File: config.mk
export PLATFORM = sky130hd
export DESIGN_NAME = vga_timing_flat
export DESIGN_NICKNAME = d
export VERILOG_FILES = /design/src/rtl/scan_if.sv /design/src/rtl/vga_timing.sv /design/src/flat_wrapper.sv
export VERILOG_INCLUDE_DIRS = /design/src /design/src/rtl
export SDC_FILE = /design/constraint.sdc
export NUM_CORES = 1
export LEC_CHECK = 0
export ABC_AREA = 1
export BUFFER_PORTS_ARGS = -buffer_cell sky130_fd_sc_hd__buf_2
export CORE_UTILIZATION = 51
export CTS_BUF_LIST = sky130_fd_sc_hd__clkbuf_2
export DETAILED_ROUTE_END_ITERATION = 8
export PLACE_DENSITY = 0.78
export SLEW_MARGIN = 20
export SYNTH_ARGS = -nofsm -noshare
export SYNTH_HDL_FRONTEND = slang
export SYNTH_SLANG_ARGS = --single-unit
File: constraint.sdc
create_clock -name clk -period 1.2 [get_ports clk]
set_input_delay 0.12 -clock clk [delete_from_list [all_inputs] [get_ports clk]]
set_output_delay 0.12 -clock clk [all_outputs]
set_load 0.01 [all_outputs]
File: src/rtl/vga_filter_params.svh
`ifndef VGA_FILTER_PARAMS_SVH
`define VGA_FILTER_PARAMS_SVH

`define H_VISIBLE    640
`define H_SYNC_START 656
`define H_SYNC_END   752
`define H_TOTAL      800

`define V_VISIBLE    480
`define V_SYNC_START 490
`define V_SYNC_END   492
`define V_TOTAL      525

`define CNT_W        10

`define WIN_W        160
`define WIN_H        114
`define WIN_X_LEFT   0
`define WIN_X_RIGHT  479
`define WIN_Y_TOP    0
`define WIN_Y_BOTTOM 365

`define IMG_DEPTH    18240
`define ADDR_W       15
`define WORD_W       96
`define SAMPLE_W     8
`define COLOR_W      4
`define BLUR_DIV     18
`define SEL_W        3

// image word, gray samples from the top: centre, left, right, up, down,
// left-up, left-down, right-up, right-down
`define GRAY_MSB     95
`define GRAY_LSB     24
`define GRAY_COUNT   9
`define BLUE_LSB     16
`define GREEN_LSB    8
`define RED_LSB      0

`endif

File: src/rtl/scan_if.sv
`timescale 1ns/100ps
`include "vga_filter_params.svh"

interface scan_if;
  logic              pixel_en; // first clk of each two-clk pixel
  logic [`CNT_W-1:0] hcount;
  logic [`CNT_W-1:0] vcount;
  logic              visible;

  modport source (
    output pixel_en, hcount, vcount, visible
  );

  modport sink (
    input pixel_en, hcount, vcount, visible
  );

endinterface

File: src/rtl/vga_timing.sv
`timescale 1ns/100ps
`include "vga_filter_params.svh"

module vga_timing (
  input  logic   clk,
  input  logic   reset,
  scan_if.source scan,
  output logic   hsync_raw_o,
  output logic   vsync_raw_o
);

  logic              pixel_en;
  logic [`CNT_W-1:0] hcount;
  logic [`CNT_W-1:0] vcount;
  logic              line_end;
  logic              frame_end;

  assign line_end  = hcount == `CNT_W'(`H_TOTAL - 1);
  assign frame_end = vcount == `CNT_W'(`V_TOTAL - 1);

  // pixel rate is half of clk
  always_ff @(posedge clk) begin
    if (reset) begin
      pixel_en <= 1'b1; // first clk after reset is a pixel cycle
    end else begin
      pixel_en <= ~pixel_en;
    end
  end

  // position moves on after the second clk of each pixel
  always_ff @(posedge clk) begin
    if (reset) begin
      hcount <= '0;
      vcount <= '0;
    end else if (!pixel_en) begin
      if (line_end) begin
        hcount <= '0;
        if (frame_end) begin
          vcount <= '0;
        end else begin
          vcount <= vcount + 1'b1;
        end
      end else begin
        hcount <= hcount + 1'b1;
      end
    end
  end

  assign scan.pixel_en = pixel_en;
  assign scan.hcount   = hcount;
  assign scan.vcount   = vcount;
  assign scan.visible  = (hcount < `H_VISIBLE) && (vcount < `V_VISIBLE);

  // active low
  assign hsync_raw_o = !((hcount >= `H_SYNC_START) && (hcount < `H_SYNC_END));
  assign vsync_raw_o = !((vcount >= `V_SYNC_START) && (vcount < `V_SYNC_END));

endmodule

File: src/flat_wrapper.sv
// flat-port wrapper written by rule: the top's interface ports become plain ports
module vga_timing_flat 
  (clk, reset, hsync_raw_o, vsync_raw_o, scan_pixel_en, scan_hcount, scan_vcount, scan_visible);
  scan_if scan_i ();
  input  logic clk;
  input  logic reset;
  output logic hsync_raw_o;
  output logic vsync_raw_o;
  output wire logic [$bits(scan_i.pixel_en)-1:0] scan_pixel_en;
  output wire logic [$bits(scan_i.hcount)-1:0] scan_hcount;
  output wire logic [$bits(scan_i.vcount)-1:0] scan_vcount;
  output wire logic [$bits(scan_i.visible)-1:0] scan_visible;
  assign scan_pixel_en = scan_i.pixel_en;
  assign scan_hcount = scan_i.hcount;
  assign scan_vcount = scan_i.vcount;
  assign scan_visible = scan_i.visible;
  vga_timing u_core (.clk(clk), .reset(reset), .scan(scan_i), .hsync_raw_o(hsync_raw_o), .vsync_raw_o(vsync_raw_o));
endmodule
# Yosys cells after proc, flatten, opt, wreduce, memory -nomap -nowiden
# Cells that the tools add are included.
[op_classes]
div = 0
n_shift = 0
n_mux = 2
bitwise = 1
n_lt_le_gt_ge = 6
n_addsub = 2
n_mul = 0
reduce_logical = 6
eq_ne = 2
[op_table]
columns = ["cell", "n"]
rows = [
  ["$add A10 B1 Y10 const B", 2],
  ["$eq A10 B10 Y1 const B", 2],
  ["$lt A10 B10 Y1 const B", 2],
  ["$lt A10 B9 Y1 const B", 2],
  ["$mux W10", 2],
  ["$ge A10 B10 Y1 const B", 1],
  ["$ge A10 B9 Y1 const B", 1],
  ["$logic_and A1 B1 Y1", 3],
  ["$logic_not A1 Y1", 2],
  ["$reduce_and A2 Y1", 1],
  ["$not A1 Y1", 1],
]
[totals]
n_memories = 0
latch_bits = 0
romBits = 0
regBits = 21
word_cells = 22
ramBits = 0
inputBits = 2

# Longest topological paths before layout
[depth]
depth_word = 3
mapped_depth = 9
depth_no_buf = 9

# Least setup slack after synthesis
# No wires, ideal clock.
[synth_path]
kind = "register to register"
from = "register u_core.hcount[0], in the netlist u_core.scan.hcount[0]"
to = "register u_core.hcount[6], in the netlist u_core.scan.hcount[6]"
period_less_slack_ps = 1349
required_time_ps = 1074
path_buffers = 0
stages_incl_launch_ff = 8
t_arrival_ps = 1223
setup_ps = 126
slack_ps = -149
cell_sequence = "dfxtp_1 -> ha_1 -> inv_1 -> nor2_1 -> nand2_1 -> nor2_1 -> xor2_1 -> nor2_1"
[synth_between]
elab_chain_len = 2
word_cells_on_any_way = 3
cone_classes = "1 x add/sub; 1 x eq/ne; 1 x mux"
[synth_lines]
columns = ["element", "line_no", "source"]
rows = [
  ["start: declaration", "vga_timing.sv:13", "logic [`CNT_W-1:0] hcount;"],
  ["start signal: assignment", "vga_timing.sv:44", "hcount <= hcount + 1'b1;"],
  ["$add A10 B1 Y10 / $eq A10 B10 Y1 (equally long branches)", "vga_timing.sv:44, vga_timing.sv:18", ""],
  ["$mux W10 *", "vga_timing.sv:36", "if (line_end) begin"],
]
# Every way passes the cells marked *; elsewhere a longest branch is shown, timed or not.
# A chain may end at the register's enable or synchronous reset.

# Worst setup path in the final report
[layout_path]
from = "register u_core.hcount[9], in the netlist u_core.scan.hcount[9]"
to = "output port scan_visible"
[layout_between]
elab_chain_len = 2
[layout_lines]
columns = ["element", "line_no", "source"]
rows = [
  ["$lt A10 B10 Y1 (no line)", "n/a", ""],
  ["$logic_and A1 B1 Y1", "vga_timing.sv:52", "assign scan.visible = (hcount < `H_VISIBLE) && (vcount < `V_VISIBLE);"],
  ["end: declaration", "flat_wrapper.sv:12", "output wire logic [$bits(scan_i.visible)-1:0] scan_visible;"],
]
# Every way passes these cells.

==> reports/qor.txt <==
status: finished, violations left
failing checks: negative setup slack
final setup vio count: 23
drt pass-1 iters: 5
warnings from Yosys: 0
Leak Pwr: 1.128 nW
Initial DRC Count: 118
most common cell after layout, fill and taps aside: buf_4
root buffer cell: clkbuf_2
post-synthesis sequential element count: 21
Area Overhead vs Synth: 74.64%
crit path DAT: 1.43 ns
via/cell ratio: 5.855
Worst Tran Pin Value: 0.3517 ns
Avg Synthesized Cell Area: 6.621 um^2
IO buf count: 25
max incr delay on CP: 0.37 ns
gr ovfl total: 0
Worst Path Max Fanout: 2
die width: 52.83 um
diodes inserted: 0
VDD IR-drop max: 0.6914 mV
Post-Synthesis Cell Area: 0.001318 mm^2
DRC: 0
RSZ-0062 raised after global routing: yes
post-DP HPWL: 2521 um
fmax: 646.4 MHz
CTS buffer count: 3
Final Max Slew Viols: 0
worst rel slew slack: 76.51%
Worst setup SP type: flip-flop
via count: 1815
Die Height: 52.83 um
Fillers: 81
Setup CP Type: reg -> out
dpl ws: -0.06219 ns
post-route setup TNS: -3.773 ns
Slowest-stage cell, CP: dfxtp_2
CTS Buffer Depth: 2
Syn Nets: 205
power density over the cells: 502.9 mW/mm^2
CTS tree: yes
crit end category: primary output
Placeable Area: 0.002455 mm^2
final worst setup slack: -0.3470 ns
Req. time, crit path: 1.08 ns
first-pass GRT wire length: 5844 um
Die ar.: 0.002790 mm^2
nets: 287
post-synth top area cell: dfxtp_1
Ports: 26
clk sinks: 21
htree depth: 1
clk slew on worst S/H paths: 0.22 ns
post-synthesis cell count: 199
fin crit period: 1.547 ns
period utilisation layout: 128.9%
WL final: 5923 um
post-synth top area share: 31.91%
final clock skew: 0.01155 ns
post-DR wirelength/cell: 19.11 um
antenna viol nets, final: 0
Clock Latency Late Sink: 0.34 ns
critical-path cell list: buf_6 > inv_4 > nor3_4 > nor4_2 > buf_2
class of the worst hold path: in -> reg
Final GP Congestion: 0.8106
Starting Density: 53.67%
max-cap violation count: 0
number of global-route vias before repair: 1386
synth top area cells: dfxtp_1, nand2_1, inv_1
post-synth cell types: 30
sequential fraction of the synthesis area: 31.91%
Cell Rows: 18
largest net degree at the start of global routing: 13
layout cell share with drive strength beyond 1: 58.57%
initial antenna violation count: 0
total track usage: 30.18%
Hold Fails Final Rpt: 0
most frequent cells in the layout: buf_4, nand2_1, inv_1
==> logic make-up (layout without fill, tap and decap cells) <==
kind of cell | count (synthesis) | in the layout | share of synthesized area [%]
AND/OR/NAND/NOR | 120 | 120 | 44.82
adder cells (fa/ha/maj) | 4 | 4 | 3.799
flip-flops | 21 | 21 | 31.91
AO/OA/AOI/OAI | 14 | 14 | 6.458
buffers and inverters | 36 | 117 | 10.35
XOR/XNOR | 4 | 4 | 2.660
==> metrics by stage <==
| stage | util [%] | cell area, um^2 | total power [mW] | cells | hold WS, ns |
|---|---|---|---|---|---|
| 6_report | 93.73 | 2301 | 1.157 | 310 | 0.08591 |
| 3_5_place_dp | 72.27 | 1774 | 0.8201 | 285 | 0.4763 |
| 5_1_grt | 93.73 | 2301 | 1.201 | 310 | 0.06310 |
| 2_1_floorplan | - | 1373 | 0.7773 | 199 | 0.4143 |
| 4_1_cts | 85.07 | 2088 | 1.121 | 302 | 0.08822 |
| 3_3_place_gp | 72.27 | 1774 | 0.8179 | 285 | 0.4696 |
==> critical path, delay by kind of cell (launching register included) <==
family,cells,cell delay [ns]
buffers and inverters,3,0.39
flip-flops,1,0.37
AND/OR/NAND/NOR,2,0.33
==> final cells by class <==
cell class | count | area [um^2] | share of cell area (%)
Inverter | 34 | 132.6 | 5.764
Clock buffer | 3 | 15.01 | 0.6525
Timing Repair Buffer | 79 | 628.1 | 27.30
Clock inverter | 1 | 5.005 | 0.2175
Sequential cell | 21 | 461.7 | 20.07
Multi-Input combinational cell | 142 | 1021 | 44.37
Tap cell | 30 | 37.54 | 1.631
==> repair_timing <==
item / 4_1_cts / 5_1_grt
gates resized for setup: 57 / 40
setup endpoints to repair: 19 / 29
hold buffers: 0 / 0
setup buffers: 13 / 9
pin swaps: 21 / 24
==> layer usage <==
| layer | part of all wire (%) | track usage (%) | routed length [um] |
|---|---|---|---|
| met5 | 0 | 0 | 0 |
| met4 | 7.1 | 19.30 | 419 |
| met3 | 6.1 | 4.058 | 363 |
| met2 | 52 | 56.54 | 3065 |
| met1 | 35 | 30.63 | 2075 |
==> power by group <==
part | switching (mW) | internal (mW)
sequential | 0.0127 | 0.692
combinational | 0.0790 | 0.0615
clock | 0.236 | 0.0756
total | 0.328 | 0.829
==> Yosys cell counts <==
| cell type | n |
|---|---|
| nor3_1 | 4 |
| nand3_2 | 2 |
| a22oi_1 | 1 |
| inv_2 | 1 |
| inv_1 | 33 |
| nand4_1 | 7 |
| xor2_1 | 2 |
| clkbuf_1 | 1 |
| nand3_1 | 13 |
| nor2_1 | 27 |
| nor4_1 | 1 |
| o22ai_1 | 1 |
| nand4_2 | 1 |
| nand2_2 | 5 |
| o21bai_1 | 1 |
| dfxtp_1 | 21 |
| nand2_1 | 48 |
| nand2_4 | 1 |
| nor2_2 | 5 |
| xnor2_1 | 2 |
| a21oi_1 | 7 |
| nor2_4 | 3 |
| o21ai_0 | 1 |
| o21ai_2 | 1 |
| nor3_4 | 1 |
| ha_1 | 4 |
| nor3b_1 | 1 |
| o211ai_1 | 2 |
| nor3_2 | 1 |
| buf_2 | 1 |
==> path summary, 6_finish.rpt <==
path                          from                    end  slack (ns)  depth (start not counted)
max          u_core.scan.hcount[9]           scan_visible       -0.35                          5
min                          reset  u_core.scan.vcount[7]        0.09                          3
max reg2reg  u_core.scan.hcount[1]  u_core.scan.vcount[9]       -0.32                          8
min reg2reg  u_core.scan.hcount[4]  u_core.scan.hcount[4]        0.61                          2
==> sequential cells by signal, summed over array words and instances, names as in the netlist <==
| name | flops |
|---|---|
| u_core.scan.pixel_en | 1 |
| u_core.scan.hcount | 10 |
| u_core.scan.vcount | 10 |
(Power assumes the default switching activity.)
