$ cat config.mk
export PLATFORM = sky130hd
export DESIGN_NAME = pixel_filter_flat
export DESIGN_NICKNAME = d
export VERILOG_FILES = /design/src/rtl/vga_filter_pkg.sv /design/src/rtl/scan_if.sv /design/src/rtl/pixel_filter.sv /design/src/flat_wrapper.sv
export VERILOG_INCLUDE_DIRS = /design/src /design/src/rtl
export SDC_FILE = /design/constraint.sdc
export NUM_CORES = 1
export LEC_CHECK = 0
export BUFFER_PORTS_ARGS = -buffer_cell sky130_fd_sc_hd__clkbuf_2
export CORE_UTILIZATION = 44
export DETAILED_ROUTE_END_ITERATION = 8
export PLACE_DENSITY = 0.77
export SLEW_MARGIN = 10
export SYNTH_ARGS = -nofsm -noshare
export SYNTH_HDL_FRONTEND = slang
export SYNTH_SLANG_ARGS = --single-unit
$ cat constraint.sdc
create_clock -name clk -period 6.71 [get_ports clk]
set_input_delay 0.3355 -clock clk [delete_from_list [all_inputs] [get_ports clk]]
set_output_delay 0.3355 -clock clk [all_outputs]
set_load 0.005 [all_outputs]
$ cat src/rtl/vga_filter_params.svh
`ifndef VGA_FILTER_PARAMS_SVH
`define VGA_FILTER_PARAMS_SVH

`define H_VISIBLE    640
`define H_SYNC_START 656
`define H_SYNC_END   752
`define H_TOTAL      800

`define V_VISIBLE    480
`define V_SYNC_START 490
`define V_SYNC_END   492
`define V_TOTAL      525

`define CNT_W        10

`define WIN_W        160
`define WIN_H        114
`define WIN_X_LEFT   0
`define WIN_X_RIGHT  479
`define WIN_Y_TOP    0
`define WIN_Y_BOTTOM 365

`define IMG_DEPTH    18240
`define ADDR_W       15
`define WORD_W       96
`define SAMPLE_W     8
`define COLOR_W      4
`define BLUR_DIV     18
`define SEL_W        3

// image word, gray samples from the top: centre, left, right, up, down,
// left-up, left-down, right-up, right-down
`define GRAY_MSB     95
`define GRAY_LSB     24
`define GRAY_COUNT   9
`define BLUE_LSB     16
`define GREEN_LSB    8
`define RED_LSB      0

`endif

$ cat src/rtl/vga_filter_pkg.sv
`include "vga_filter_params.svh"

package vga_filter_pkg;

  // top nibble of a byte sample
  function automatic logic [`COLOR_W-1:0] to_nibble(input logic [`SAMPLE_W-1:0] sample);
    return sample[`SAMPLE_W-1 -: `COLOR_W];
  endfunction

  // box blur over the 3x3 gray neighbourhood
  function automatic logic [`COLOR_W-1:0] blur_level(
    input logic [`GRAY_MSB-`GRAY_LSB:0] grays
  );
    logic [`SAMPLE_W+3:0] sum;
    logic [`SAMPLE_W+3:0] quot;
    int                   i;
    sum = '0;
    for (i = 0; i < `GRAY_COUNT; i++) begin
      sum = sum + grays[i*`SAMPLE_W +: `SAMPLE_W];
    end
    quot = sum / `BLUR_DIV; // at most 127, so the low byte holds it
    return quot[`SAMPLE_W-1 -: `COLOR_W];
  endfunction

  // bit 0 of the window index picks the right column
  function automatic logic [`CNT_W-1:0] window_x0(input logic [1:0] win);
    return win[0] ? `CNT_W'(`WIN_X_RIGHT) : `CNT_W'(`WIN_X_LEFT);
  endfunction

  // bit 1 picks the bottom row
  function automatic logic [`CNT_W-1:0] window_y0(input logic [1:0] win);
    return win[1] ? `CNT_W'(`WIN_Y_BOTTOM) : `CNT_W'(`WIN_Y_TOP);
  endfunction

endpackage

$ cat src/rtl/scan_if.sv
`timescale 1ns/100ps
`include "vga_filter_params.svh"

interface scan_if;
  logic              pixel_en; // first clk of each two-clk pixel
  logic [`CNT_W-1:0] hcount;
  logic [`CNT_W-1:0] vcount;
  logic              visible;

  modport source (
    output pixel_en, hcount, vcount, visible
  );

  modport sink (
    input pixel_en, hcount, vcount, visible
  );

endinterface

$ cat src/rtl/pixel_filter.sv
`timescale 1ns/100ps
`include "vga_filter_params.svh"

module pixel_filter (
  input  logic                clk,
  input  logic                reset,
  scan_if.sink                scan,
  input  logic [`WORD_W-1:0]  word_i,
  input  logic                in_window_i,
  input  logic                blur_mode_i,
  input  logic                hsync_raw_i,
  input  logic                vsync_raw_i,
  output logic                hsync_o,
  output logic                vsync_o,
  output logic [`COLOR_W-1:0] red_o,
  output logic [`COLOR_W-1:0] green_o,
  output logic [`COLOR_W-1:0] blue_o
);

  logic [1:0]          hs_d;
  logic [1:0]          vs_d;
  logic [1:0]          vis_d;
  logic                show;
  logic [`COLOR_W-1:0] blur_lvl;
  logic [`COLOR_W-1:0] red_c;
  logic [`COLOR_W-1:0] green_c;
  logic [`COLOR_W-1:0] blue_c;

  assign show     = vis_d[1] && in_window_i;
  assign blur_lvl = vga_filter_pkg::blur_level(word_i[`GRAY_MSB:`GRAY_LSB]);

  always_comb begin
    if (!show) begin
      red_c   = '0;
      green_c = '0;
      blue_c  = '0;
    end else if (blur_mode_i) begin
      red_c   = blur_lvl; // gray on all channels
      green_c = blur_lvl;
      blue_c  = blur_lvl;
    end else begin
      red_c   = vga_filter_pkg::to_nibble(word_i[`RED_LSB +: `SAMPLE_W]);
      green_c = vga_filter_pkg::to_nibble(word_i[`GREEN_LSB +: `SAMPLE_W]);
      blue_c  = vga_filter_pkg::to_nibble(word_i[`BLUE_LSB +: `SAMPLE_W]);
    end
  end

  // syncs and blanking ride two stages to meet the memory word
  always_ff @(posedge clk) begin
    if (reset) begin
      hs_d    <= 2'b11;
      vs_d    <= 2'b11;
      vis_d   <= 2'b00;
      hsync_o <= 1'b1;
      vsync_o <= 1'b1;
      red_o   <= '0;
      green_o <= '0;
      blue_o  <= '0;
    end else begin
      hs_d    <= {hs_d[0], hsync_raw_i};
      vs_d    <= {vs_d[0], vsync_raw_i};
      vis_d   <= {vis_d[0], scan.visible};
      hsync_o <= hs_d[1];
      vsync_o <= vs_d[1];
      red_o   <= red_c;
      green_o <= green_c;
      blue_o  <= blue_c;
    end
  end

endmodule

$ cat src/flat_wrapper.sv
// flat-port wrapper written by rule: the top's interface ports become plain ports
module pixel_filter_flat 
  (clk, reset, word_i, in_window_i, blur_mode_i, hsync_raw_i, vsync_raw_i, hsync_o, vsync_o, red_o, green_o, blue_o, scan_pixel_en, scan_hcount, scan_vcount, scan_visible);
  scan_if scan_i ();
  input  logic clk;
  input  logic reset;
  input  logic [`WORD_W-1:0] word_i;
  input  logic in_window_i;
  input  logic blur_mode_i;
  input  logic hsync_raw_i;
  input  logic vsync_raw_i;
  output logic hsync_o;
  output logic vsync_o;
  output logic [`COLOR_W-1:0] red_o;
  output logic [`COLOR_W-1:0] green_o;
  output logic [`COLOR_W-1:0] blue_o;
  input wire logic [$bits(scan_i.pixel_en)-1:0] scan_pixel_en;
  input wire logic [$bits(scan_i.hcount)-1:0] scan_hcount;
  input wire logic [$bits(scan_i.vcount)-1:0] scan_vcount;
  input wire logic [$bits(scan_i.visible)-1:0] scan_visible;
  assign scan_i.pixel_en = scan_pixel_en;
  assign scan_i.hcount = scan_hcount;
  assign scan_i.vcount = scan_vcount;
  assign scan_i.visible = scan_visible;
  pixel_filter u_core (.clk(clk), .reset(reset), .scan(scan_i), .word_i(word_i), .in_window_i(in_window_i), .blur_mode_i(blur_mode_i), .hsync_raw_i(hsync_raw_i), .vsync_raw_i(vsync_raw_i), .hsync_o(hsync_o), .vsync_o(vsync_o), .red_o(red_o), .green_o(green_o), .blue_o(blue_o));
endmodule
# Word level (Yosys, flattened, before mapping)
# Cells that the tools add are included.
# word_totals
register_bits	20
inputBits	124
out_inout_bits	14
elab_cells	23
# op_classes
add_sub_neg	8
div	1
n_mux	3
bitwise	1
reduce_logical	2
# ops
cell	count
$add 12x8->12	7
$div 12x5->32 const B	1
$mux 4	3
$add 8x8->9	1
$reduce_or 2->1	1
$logic_and 1x1->1	1
$not 1->1	1

# Logic depth before layout (Yosys ltp)
# logic_depth
word_depth	10
depth_mapped	32
depth_no_buf	31

# Least setup slack after synthesis
# Ideal clock, no wire load.
# synth_path
kind	input -> register
startpoint	in word_i[24]
endpoint	reg u_core.blue_o[0]
setup_time_ns	0.074
arrival_time_ns	6.723
t_required_ns	6.636
path_slack_ns	-0.087
stages	28
path_buffers	0
cell_sequence	ha_1 inv_1 fa_1 inv_1 a21oi_1 o21bai_1 a21oi_1 o21bai_1 xor2_1 fa_1 inv_1 fa_1 fa_1 fa_1 inv_1 ha_1 a21o_1 a221oi_4 xnor2_1 nand3_1 ha_1 inv_1 or4_1 o2111ai_1 a221oi_2 a2111oi_0 o221ai_1 a31oi_1
# synth_via
elab_chain_cells	10
# synth_lines
item	line	rtl
from (decl)	flat_wrapper.sv:7	input logic [`WORD_W-1:0] word_i;
$add 8x8->9	vga_filter_pkg.sv:19	sum = sum + grays[i*`SAMPLE_W +: `SAMPLE_W];
$add 12x8->12 (7 in series)	vga_filter_pkg.sv:19	
$div 12x5->32 (no line)	n/a	
$mux 4	pixel_filter.sv:37	end else if (blur_mode_i) begin
to (signal assigned)	pixel_filter.sv:67	blue_o <= blue_c;
to (decl)	pixel_filter.sv:17	output logic [`COLOR_W-1:0] blue_o
# Every way passes these cells.
# A chain may end at the register's enable or synchronous reset.

# Worst setup path after layout
# layout_path
startpoint	in word_i[25]
endpoint	reg u_core.red_o[1]
# layout_via
elab_chain_cells	10
# layout_lines
item	line	rtl
$add 8x8->9	vga_filter_pkg.sv:19	
$add 12x8->12 (7 in series)	vga_filter_pkg.sv:19	
$div 12x5->32 (no line)	n/a	
$mux 4	pixel_filter.sv:37	
to (signal assigned)	pixel_filter.sv:65	red_o <= red_c;
to (decl)	pixel_filter.sv:15	output logic [`COLOR_W-1:0] red_o,
# Every way passes these cells.

==> impl_metrics.json <==
{
  "status": "finished with violations",
  "violations": "design-rule violations",
  "yosys.area.top_type": "fa_1",
  "yosysWarningCount": 0,
  "cts_tree": "yes",
  "preCtsSetupSlack_ps": -456,
  "met3_length_um": 239,
  "synth_area_mm2": 0.00300,
  "wl_per_cell_um": 11.5,
  "drt-met1-wl_um": 2540,
  "chipWidth_um": 84.5,
  "seq_area_frac_synth": 0.134,
  "synth-edff-count": 0,
  "ctsHtreeMaxLevel": 1,
  "cts_buffers": 3,
  "hold_path_class": "in2reg",
  "utilization": 0.660,
  "grt_overflow": 0,
  "initial_core_util": 0.464,
  "grt_antenna_before_repair": 0,
  "vias_per_cell": 4.86,
  "dr.pass1.iters": 6,
  "holdWs_ps": 255,
  "ant_nets": 0,
  "crit_fanout": 4,
  "endpoint_kind": "flip-flop",
  "clock_latency_ps": 260,
  "num_vias": 2703,
  "synthCells": 330,
  "worstPathArrival_ps": 6670,
  "final_area_mm2": 0.00426,
  "clockBufferDepth": 2,
  "fin_ws_ps": 243,
  "met2_length_um": 3610,
  "finalHoldViolations": 0,
  "fin_crit_sh": 0.964,
  "die_h_um": 84.5,
  "synthArstFlopShare": 0,
  "setup_viol": 0,
  "slowest_stage": "fa_1",
  "max_freq_ghz": 0.155,
  "grt_pass1_wl_um": 10400,
  "final_nets": 674,
  "relSlewSlack": 0.638,
  "gp_congestion": 0.871,
  "core_area_mm2": 0.00646,
  "drc": 7,
  "slowest_delay_ps": 520,
  "io_pins": 138,
  "highest_layer": "met4",
  "maxSlewViolCount": 0,
  "synth_top_area_frac": 0.321,
  "grt_pass1_vias": 2642,
  "cts.sinks": 20,
  "path_class": "in2reg",
  "netlist_top_cells_count": "inv_1, fa_1, ha_1",
  "worst_setup_path_start_kind": "primary input",
  "post-synth-top-count-cell": "inv_1",
  "synthesis.area_per_instance_um2": 9.08,
  "antenna_cells": 0,
  "dieArea_mm2": 0.00715,
  "synth_area_leaders": "fa_1, dfxtp_1, inv_1",
  "worstPathRequired_ps": 6910,
  "grt_max_degree": 17,
  "grtUsageTotal": 0.175,
  "synth-seq-cells": 20,
  "drive_gt1_frac": 0.443,
  "tightestPinTransition_ps": 539,
  "ys_types": 49,
  "synth_top_flop_cell": "dfxtp_1",
  "areaGrowthSynthToFinish_pct": 42.2,
  "first_iter_violations": 79,
  "rows": 29,
  "cts_root_buf": "clkbuf_8",
  "clk_transition_reported_paths_ps": 70,
  "crit_top_cell": "fa_1",
  "post-route-min-period_ps": 6470,
  "wl_um": 6410,
  "cts_hold_buffers": 0,
  "syn-num-nets": 524,
  "fill_cells": 526,
  "port_buffers": 104,
  "dpl.hpwl_um": 5300,
  "placed_cell_area_mm2": 0.00396,
  "max_cap_violations": 0,
  "fin_worst_skew_ps": 2.06
}
per-stage QoR:
| stage | std cells | TNS (ps) |
|---|---|---|
| after detailed placement | 546 | -1930 |
| after floorplan | 330 | 0 |
| after global placement | 546 | -963 |
| final | 556 | 0 |
| after global routing | 556 | -127 |
| after CTS | 551 | 0 |
cells in the final DEF, fill, tap and decap left out, types with 3 or more instances in the layout:
master,instances
inv_1,88
buf_4,44
a21oi_1,15
a31oi_1,3
xor2_1,4
dfxtp_1,20
or2_2,8
inv_2,5
nand2_1,7
ha_4,3
o21ai_0,8
fa_1,46
xnor2_1,5
nor2_1,12
nor3_1,6
a21o_1,6
clkbuf_2,103
nand2b_1,4
o21a_1,7
ha_1,19
clkbuf_8,3
a21oi_2,7
logic make-up after synthesis:
family                     share of synthesized area
AOI/OAI and AO/OA                              0.181
xor gates and xnor gates                      0.0413
adders and majority gates                      0.412
buffers and inverters                          0.126
DFF                                            0.134
muxes                                        0.00835
and+or+nand+nor                               0.0977
timing repair:
item	in CTS	in global routing
endpoints found under the setup margin	6	9
pin swaps	4	32
buffers inserted	1	5
resized for setup	4	36
state kept, by name (all words and copies together) (netlist names):
register        flops
u_core.red_o        4
u_core.green_o      4
u_core.vis_d        2
u_core.blue_o       4
u_core.hsync_o      1
u_core.vs_d         2
u_core.hs_d         2
u_core.vsync_o      1
final cells by class:
class	instances	area, um2	share of cell area
multi-input combinational	212	2470	0.580
tap	77	96.3	0.0226
inverter	93	349	0.0819
clock inverter	1	30.0	0.00704
clock buffer	3	41.3	0.00969
sequential	20	400	0.0939
timing repair buffer	150	873	0.205
critical path, delay by kind of cell:
family                   cells  cell delay, ps
buffers and inverters        6             630
AND/OR/NAND/NOR              7             950
XOR/XNOR                     1             180
AO/OA/AOI/OAI               10            1920
adder cells (fa/ha/maj)      7            2630
path summary, 6_finish.rpt:
| check | from | end | slack, ps | cells past startpoint |
|---|---|---|---|---|
| max reg2reg | u_core.vis_d[1]$_SDFF_PP0_ | u_core.green_o[2]$_SDFF_PP0_ | 5550 | 4 |
| max | word_i[25] | u_core.red_o[1]$_SDFF_PP0_ | 240 | 31 |
| min | vsync_raw_i | u_core.vs_d[0]$_SDFF_PP1_ | 250 | 2 |
| min reg2reg | u_core.vs_d[1]$_SDFF_PP1_ | u_core.vsync_o$_SDFF_PP1_ | 410 | 1 |
metal layers:
| layer | vias up | track usage |
|---|---|---|
| li1 | 1346 | - |
| met1 | 1289 | 0.217 |
| met2 | 66 | 0.333 |
| met3 | 2 | 0.0236 |
| met4 | 0 | 0.0216 |
| met5 | - | 0 |
Power is not shown: default switching activity piles up to over one toggle a cycle in this logic, so the estimate is an artifact.
