### config.mk
export PLATFORM = sky130hd
export DESIGN_NAME = window_addr_flat
export DESIGN_NICKNAME = d
export VERILOG_FILES = /design/src/rtl/vga_filter_pkg.sv /design/src/rtl/scan_if.sv /design/src/rtl/window_addr.sv /design/src/flat_wrapper.sv
export VERILOG_INCLUDE_DIRS = /design/src /design/src/rtl
export SDC_FILE = /design/constraint.sdc
export NUM_CORES = 1
export LEC_CHECK = 0
export ABC_CLOCK_PERIOD_IN_PS = 11550
export BUFFER_PORTS_ARGS = -buffer_cell sky130_fd_sc_hd__buf_2
export CAP_MARGIN = 5
export CORE_UTILIZATION = 55
export DETAILED_ROUTE_END_ITERATION = 10
export GPL_TIMING_DRIVEN = 0
export PLACE_DENSITY = 0.83
export RECOVER_POWER = 100
export SLEW_MARGIN = 20
export SYNTH_ARGS = -nofsm -noshare
export SYNTH_HDL_FRONTEND = slang
export SYNTH_SLANG_ARGS = --single-unit
### constraint.sdc
create_clock -name clk -period 11.55 [get_ports clk]
set_input_delay 2.31 -clock clk [delete_from_list [all_inputs] [get_ports clk]]
set_output_delay 2.31 -clock clk [all_outputs]
set_load 0.1 [all_outputs]
### src/rtl/vga_filter_params.svh
`ifndef VGA_FILTER_PARAMS_SVH
`define VGA_FILTER_PARAMS_SVH

`define H_VISIBLE    640
`define H_SYNC_START 656
`define H_SYNC_END   752
`define H_TOTAL      800

`define V_VISIBLE    480
`define V_SYNC_START 490
`define V_SYNC_END   492
`define V_TOTAL      525

`define CNT_W        10

`define WIN_W        160
`define WIN_H        114
`define WIN_X_LEFT   0
`define WIN_X_RIGHT  479
`define WIN_Y_TOP    0
`define WIN_Y_BOTTOM 365

`define IMG_DEPTH    18240
`define ADDR_W       15
`define WORD_W       96
`define SAMPLE_W     8
`define COLOR_W      4
`define BLUR_DIV     18
`define SEL_W        3

// image word, gray samples from the top: centre, left, right, up, down,
// left-up, left-down, right-up, right-down
`define GRAY_MSB     95
`define GRAY_LSB     24
`define GRAY_COUNT   9
`define BLUE_LSB     16
`define GREEN_LSB    8
`define RED_LSB      0

`endif

### src/rtl/vga_filter_pkg.sv
`include "vga_filter_params.svh"

package vga_filter_pkg;

  // top nibble of a byte sample
  function automatic logic [`COLOR_W-1:0] to_nibble(input logic [`SAMPLE_W-1:0] sample);
    return sample[`SAMPLE_W-1 -: `COLOR_W];
  endfunction

  // box blur over the 3x3 gray neighbourhood
  function automatic logic [`COLOR_W-1:0] blur_level(
    input logic [`GRAY_MSB-`GRAY_LSB:0] grays
  );
    logic [`SAMPLE_W+3:0] sum;
    logic [`SAMPLE_W+3:0] quot;
    int                   i;
    sum = '0;
    for (i = 0; i < `GRAY_COUNT; i++) begin
      sum = sum + grays[i*`SAMPLE_W +: `SAMPLE_W];
    end
    quot = sum / `BLUR_DIV; // at most 127, so the low byte holds it
    return quot[`SAMPLE_W-1 -: `COLOR_W];
  endfunction

  // bit 0 of the window index picks the right column
  function automatic logic [`CNT_W-1:0] window_x0(input logic [1:0] win);
    return win[0] ? `CNT_W'(`WIN_X_RIGHT) : `CNT_W'(`WIN_X_LEFT);
  endfunction

  // bit 1 picks the bottom row
  function automatic logic [`CNT_W-1:0] window_y0(input logic [1:0] win);
    return win[1] ? `CNT_W'(`WIN_Y_BOTTOM) : `CNT_W'(`WIN_Y_TOP);
  endfunction

endpackage

### src/rtl/scan_if.sv
`timescale 1ns/100ps
`include "vga_filter_params.svh"

interface scan_if;
  logic              pixel_en; // first clk of each two-clk pixel
  logic [`CNT_W-1:0] hcount;
  logic [`CNT_W-1:0] vcount;
  logic              visible;

  modport source (
    output pixel_en, hcount, vcount, visible
  );

  modport sink (
    input pixel_en, hcount, vcount, visible
  );

endinterface

### src/rtl/window_addr.sv
`timescale 1ns/100ps
`include "vga_filter_params.svh"

module window_addr (
  input  logic               clk,
  input  logic               reset,
  scan_if.sink               scan,
  input  logic [`SEL_W-1:0]  sel_i,
  output logic [`ADDR_W-1:0] rd_addr_o,
  output logic               in_window_o,
  output logic               blur_mode_o
);

  logic [`SEL_W-1:0]  sel_q;
  logic [`SEL_W-1:0]  sel_cur;
  logic               frame_start;
  logic [`CNT_W-1:0]  x0;
  logic [`CNT_W-1:0]  y0;
  logic               hit;
  logic               at_origin;
  logic               hit_q;
  logic               blur_q;

  assign frame_start = scan.pixel_en && (scan.hcount == '0) && (scan.vcount == '0);

  // the new selection already applies to pixel (0,0)
  assign sel_cur = frame_start ? sel_i : sel_q;

  assign x0 = vga_filter_pkg::window_x0(sel_cur[1:0]);
  assign y0 = vga_filter_pkg::window_y0(sel_cur[1:0]);

  assign hit = (scan.hcount >= x0) && (scan.hcount < x0 + `WIN_W) &&
               (scan.vcount >= y0) && (scan.vcount < y0 + `WIN_H);

  assign at_origin = (scan.hcount == x0) && (scan.vcount == y0);

  always_ff @(posedge clk) begin
    if (reset) begin
      sel_q <= '0;
    end else if (frame_start) begin
      sel_q <= sel_i;
    end
  end

  // row-major address, restarts at the window origin
  always_ff @(posedge clk) begin
    if (reset) begin
      rd_addr_o <= '0;
    end else if (scan.pixel_en && hit) begin
      if (at_origin) begin
        rd_addr_o <= '0;
      end else begin
        rd_addr_o <= rd_addr_o + 1'b1;
      end
    end
  end

  // two stages so the flags line up with the memory word
  always_ff @(posedge clk) begin
    if (reset) begin
      hit_q       <= 1'b0;
      in_window_o <= 1'b0;
      blur_q      <= 1'b0;
      blur_mode_o <= 1'b0;
    end else begin
      hit_q       <= hit;
      in_window_o <= hit_q;
      blur_q      <= sel_cur[2];
      blur_mode_o <= blur_q;
    end
  end

endmodule

### src/flat_wrapper.sv
// flat-port wrapper written by rule: the top's interface ports become plain ports
module window_addr_flat 
  (clk, reset, sel_i, rd_addr_o, in_window_o, blur_mode_o, scan_pixel_en, scan_hcount, scan_vcount, scan_visible);
  scan_if scan_i ();
  input  logic clk;
  input  logic reset;
  input  logic [`SEL_W-1:0] sel_i;
  output logic [`ADDR_W-1:0] rd_addr_o;
  output logic in_window_o;
  output logic blur_mode_o;
  input wire logic [$bits(scan_i.pixel_en)-1:0] scan_pixel_en;
  input wire logic [$bits(scan_i.hcount)-1:0] scan_hcount;
  input wire logic [$bits(scan_i.vcount)-1:0] scan_vcount;
  input wire logic [$bits(scan_i.visible)-1:0] scan_visible;
  assign scan_i.pixel_en = scan_pixel_en;
  assign scan_i.hcount = scan_hcount;
  assign scan_i.vcount = scan_vcount;
  assign scan_i.visible = scan_visible;
  window_addr u_core (.clk(clk), .reset(reset), .scan(scan_i), .sel_i(sel_i), .rd_addr_o(rd_addr_o), .in_window_o(in_window_o), .blur_mode_o(blur_mode_o));
endmodule
# Yosys cells after proc, flatten, opt, wreduce, memory -nomap -nowiden
# Index checks and enable logic that the tools add are counted.
[word_totals] romBits=0 regBits=22 memories=0 mem_bits_rw=0 input_bits=27 latchBits=0
[op_classes] eq_ne=2 div_mod_pow=0 n_lt_le_gt_ge=4 add_sub_neg=3 bitwise=0 shift=0 reduce_logical=9 n_mux=4 n_mul=0
[op_table] cell="less-than comparator 10 x 32 -> 1 bit" n=2
[op_table] cell="== test 10 bit" n=2
[op_table] cell=">= comparator 10 bit" n=2
[op_table] cell="zero test 10 bit" n=2
[op_table] cell="two-way mux 9 bit" n=2
[op_table] cell="adder 15 x 1 -> 15 bit, second input constant" n=1
[op_table] cell="two-way mux 15 bit" n=1
[op_table] cell="adder 10 x 7 -> 11 bit, second input constant" n=1
[op_table] cell="adder 10 x 8 -> 11 bit, second input constant" n=1
[op_table] cell="logical AND 1 bit" n=7
[op_table] cell="two-way mux 3 bit" n=1

# Longest topological paths before layout
[logic_depth] depth_word=11 ltp_mapped=13 mapped_depth_nobuf=12

# Worst setup path after synthesis
# No wires, ideal clock.
[synth_path] path_type="input port to flip-flop" from="in scan_hcount[7]" to="reg u_core.rd_addr_o[14]" path_stages=12 setup_slack_ns=5.392 arrival_ns=6.026 n_path_buf=1 cell_sequence="or4_2 nor4_1 mux2i_1 inv_1 ha_1 nand4bb_2 or4_1 or2_4 o2111a_2 buf_6 nand4b_1 a21oi_1"
[synth_via] elab_chain_cells=11 elab_cells_between_ends=20
[synth_lines] item="start: declaration" line_no="flat_wrapper.sv:12" source="input wire logic [$bits(scan_i.hcount)-1:0] scan_hcount;"
[synth_lines] item="zero test 10 bit (*)" line_no="window_addr.sv:24" source="assign frame_start = scan.pixel_en && (scan.hcount == '0) && (scan.vcount == '0);"
[synth_lines] item="logical AND 1 bit (*) (2 in series)" line_no="window_addr.sv:24"
[synth_lines] item="two-way mux 3 bit (*)" line_no="window_addr.sv:27" source="assign sel_cur = frame_start ? sel_i : sel_q;"
[synth_lines] item="named net u_core.sel_cur[0]" line_no="window_addr.sv:15" source="logic [`SEL_W-1:0] sel_cur;"
[synth_lines] item="two-way mux 9 bit (*)" line_no="vga_filter_pkg.sv:27" source="return win[0] ? `CNT_W'(`WIN_X_RIGHT) : `CNT_W'(`WIN_X_LEFT);"
[synth_lines] item="adder 10 x 8 -> 11 bit (no source line)"
[synth_lines] item="less-than comparator 10 x 32 -> 1 bit (no source line)"
[synth_lines] item="logical AND 1 bit (3 in series)" line_no="window_addr.sv:32" source="assign hit = (scan.hcount >= x0) && (scan.hcount < x0 + `WIN_W) &&"
[synth_lines] item="logical AND 1 bit" line_no="window_addr.sv:49" source="end else if (scan.pixel_en && hit) begin"
[synth_lines] item="end signal: assignment" line_no="window_addr.sv:53" source="rd_addr_o <= rd_addr_o + 1'b1;"
[synth_lines] item="end: declaration" line_no="window_addr.sv:9" source="output logic [`ADDR_W-1:0] rd_addr_o,"
# Mark *: on every way through the listed nets, which the timed path passes. The rest lies on a longest branch.
# A chain may end at the register's enable or synchronous reset.

# Worst setup path in the final report
[layout_path] from="in scan_hcount[7]" to="reg u_core.rd_addr_o[13]"
# Same word-level chain as after synthesis.

==> impl_metrics.tcl <==
set metrics [dict create \
    post_cts_buffers 0 \
    endpoint "u_core.rd_addr_o[13]" \
    r2r_end "u_core.rd_addr_o[13]" \
    r2r_slack_ns 7.97 \
    relSlewSlack 0.226 \
    worst_setup_path_end_kind "register" \
    routedWlPerCell_um 15.6 \
    leakage_nw 0.695 \
    io-pin-count 44 \
    die_h_um 57.8 \
    dr.first_iter.drc_count 184 \
    die_x_um 57.8 \
    row_count 19 \
    vias 1764 \
    root_buffer "clkbuf_4" \
    slew_viol_final 0 \
    synth_top_area_cell "dfxtp_1" \
    finish.utilization 0.676 \
    vias_per_cell 6.44 \
    grt_pass1_wl_um 7430 \
    overflow 0 \
    cp_max_fo 10 \
    grt_max_degree 12 \
    min_path_cells 1 \
    drive_above_1_share 0.165 \
    clock_skew_ns 0.0107 \
    htree_levels 1 \
    place_ws_ns 4.57 \
    wl_um 4260 \
    worstPathRequired_ns 11.73 \
    clockBufferDepth 2 \
    port_buffers 42 \
    setup_viol 0 \
    nets 290 \
    fmax_ghz 0.146 \
    power.density_nw_per_um2 68.0 \
    synth-warning-count 0 \
    cts_made_buffers 3 \
    hold_viol 0 \
    placedInstanceArea_sq_um 1960 \
    tightest_slew_ns 1.17 \
    seq_area_frac_synth 0.246 \
    clock-sinks 21 \
    antennaDiodeCount 0 \
    nFillCells 272 \
    ctsResizeCount 0 \
    hold_path.class "register to register" \
    grtUsageTotal 0.282 \
    hpwl_um 3280 \
    syn-num-nets 243 \
    rsz0062_at_grt "no" \
    antenna_found_initial 0 \
    synth.distinct_cells 50 \
    drtPass1Iterations 8 \
    syn_area_sq_um 1710 \
    grt_pass1_vias 1625 \
    synth_area_leaders "dfxtp_1, ha_1, o41ai_1" \
    cts_hold_buf 0 \
    ys_seq_elements 21 \
    fin_total_pwr_mw 0.131 \
    area_growth_pct 12.7 \
    crit_start "scan_hcount[7]" \
    reg2reg_from "u_core.sel_q[0]" \
    drtAntennaViolNets 0 \
    r2r_cells 10 \
    failed_checks "DRC" \
    critPathLaunchType "input port" \
    irDropWorstVdd_uv 62.2 \
    coreArea_sq_um 2850 \
    postSynthAreaPerCell_sq_um 8.69 \
    setup_tns_ns 0 \
    period_needed_ns 6.87 \
    tritoncts "yes" \
    die_area_sq_um 3340 \
    gp_congestion 0.904 \
    stdcell_area_sq_um 1930 \
    drc 1 \
    maxCapViolCount 0 \
    status "complete, but fails checks" \
    start_util 0.600 \
    hp-start "u_core.hit_q" \
    syn_inst 197 \
    clock_latency_ns 0.31 \
    setup_ws_ns 4.68 \
    path_class "input port to register" \
    path_clk_slew_ns 0.12 \
    cp.arrival_ns 7.05 \
    yosys.area.top_type_share 0.246 \
    finalCritPeriodShare 0.595 \
]
==> power breakdown <==
| part | switching [mW] | total [mW] | internal, mW |
|---|---|---|---|
| Sequential | 0.0000353 | 0.0725 | 0.0725 |
| Clock | 0.0224 | 0.0358 | 0.0135 |
| Combinational | 0.0138 | 0.0228 | 0.00906 |
==> synth_stat cells, drive strengths merged <==
library cell,instances
a211oi,3
a21o,1
a21oi,18
a31oi,2
and2,4
and3,6
and3b,1
and4,1
and4b,2
buf,4
clkbuf,4
dfxtp,21
ha,19
inv,4
mux2i,3
nand2,7
nand2b,3
nand3,8
nand4,3
nand4b,9
nand4bb,2
nor2,22
nor2b,3
nor3,4
nor3b,1
nor4,5
nor4b,2
o2111a,1
o211ai,3
o21ai,7
o221ai,1
o31ai,1
o32a,1
o41ai,13
or2,1
or3,1
or4,5
or4b,1
==> cell families after synthesis <==
logic type	after synthesis	share of synthesized area
simple gates	91	0.340
compound gates	51	0.209
flops	21	0.246
fa+ha+maj	19	0.139
buf+inv	12	0.0490
mux	3	0.0175
==> registers in the layout, summed over array words and instances, names as in the netlist <==
signal and count:
u_core.rd_addr_o 15, u_core.sel_q 2, u_core.blur_mode_o 1, u_core.blur_q 1, u_core.hit_q 1, u_core.in_window_o 1
==> cells in the final DEF (no fill, tap or decap), drive strengths merged, types with 2 or more instances in the layout <==
cell type,instances
and2,4
nor2,22
a211oi,3
nand4b,9
nor4,5
buf,26
nand3,8
a31oi,2
and3,6
o41ai,13
nand4bb,2
nor4b,2
or4,5
dfxtp,21
nand4,3
clkbuf,28
ha,19
o211ai,3
nor3,4
nor2b,3
o21ai,7
a21oi,18
mux2i,3
inv,4
nand2b,3
nand2,7
and4b,2
==> how the worst min path moves through the flow <==
stage	endpoint	slack [ns]
after global placement	u_core.in_window_o	0.42
final	u_core.in_window_o	0.46
after detailed placement	u_core.in_window_o	0.44
after floorplan	u_core.in_window_o	0.41
after global routing	u_core.in_window_o	0.48
after CTS	u_core.in_window_o	0.46
==> area by class of cell <==
class,instances,area (sq um),share of cell area
plain buffers,8,45.0,0.0233
clock buffers,4,26.3,0.0136
inverters,4,15.0,0.00778
multi-input cells,164,1200,0.621
flip-flops and latches,21,420,0.218
well taps,31,38.8,0.0201
repair buffers,42,186,0.0966
==> critical path: stages <==
cell and delay, ns:
buf_2 0.13, or4_2 0.65, nor4_1 0.64, mux2i_1 0.87, inv_1 0.19, ha_1 0.38, nand4bb_2 0.29, or4_1 0.58
nor2_1 0.14, clkbuf_1 0.40, a21oi_1 0.08, o41ai_1 0.29, a21oi_1 0.10
==> layer usage <==
metal / wire [um] / global-route usage / vias to the layer above
met5: 0 / 0 / -
met4: 15 / 0.0442 / 0
met3: 267 / 0.0491 / 2
met2: 1960 / 0.458 / 69
met1: 2020 / 0.399 / 817
li1: - / - / 876
==> per-stage QoR <==
stage	cells	hold WS, ns
4_1_cts	274	0.459
6_report	274	0.456
3_5_place_dp	270	0.436
5_1_grt	274	0.481
3_3_place_gp	270	0.421
2_1_floorplan	197	0.414
Note: power is estimated with default switching activity, not from simulation.
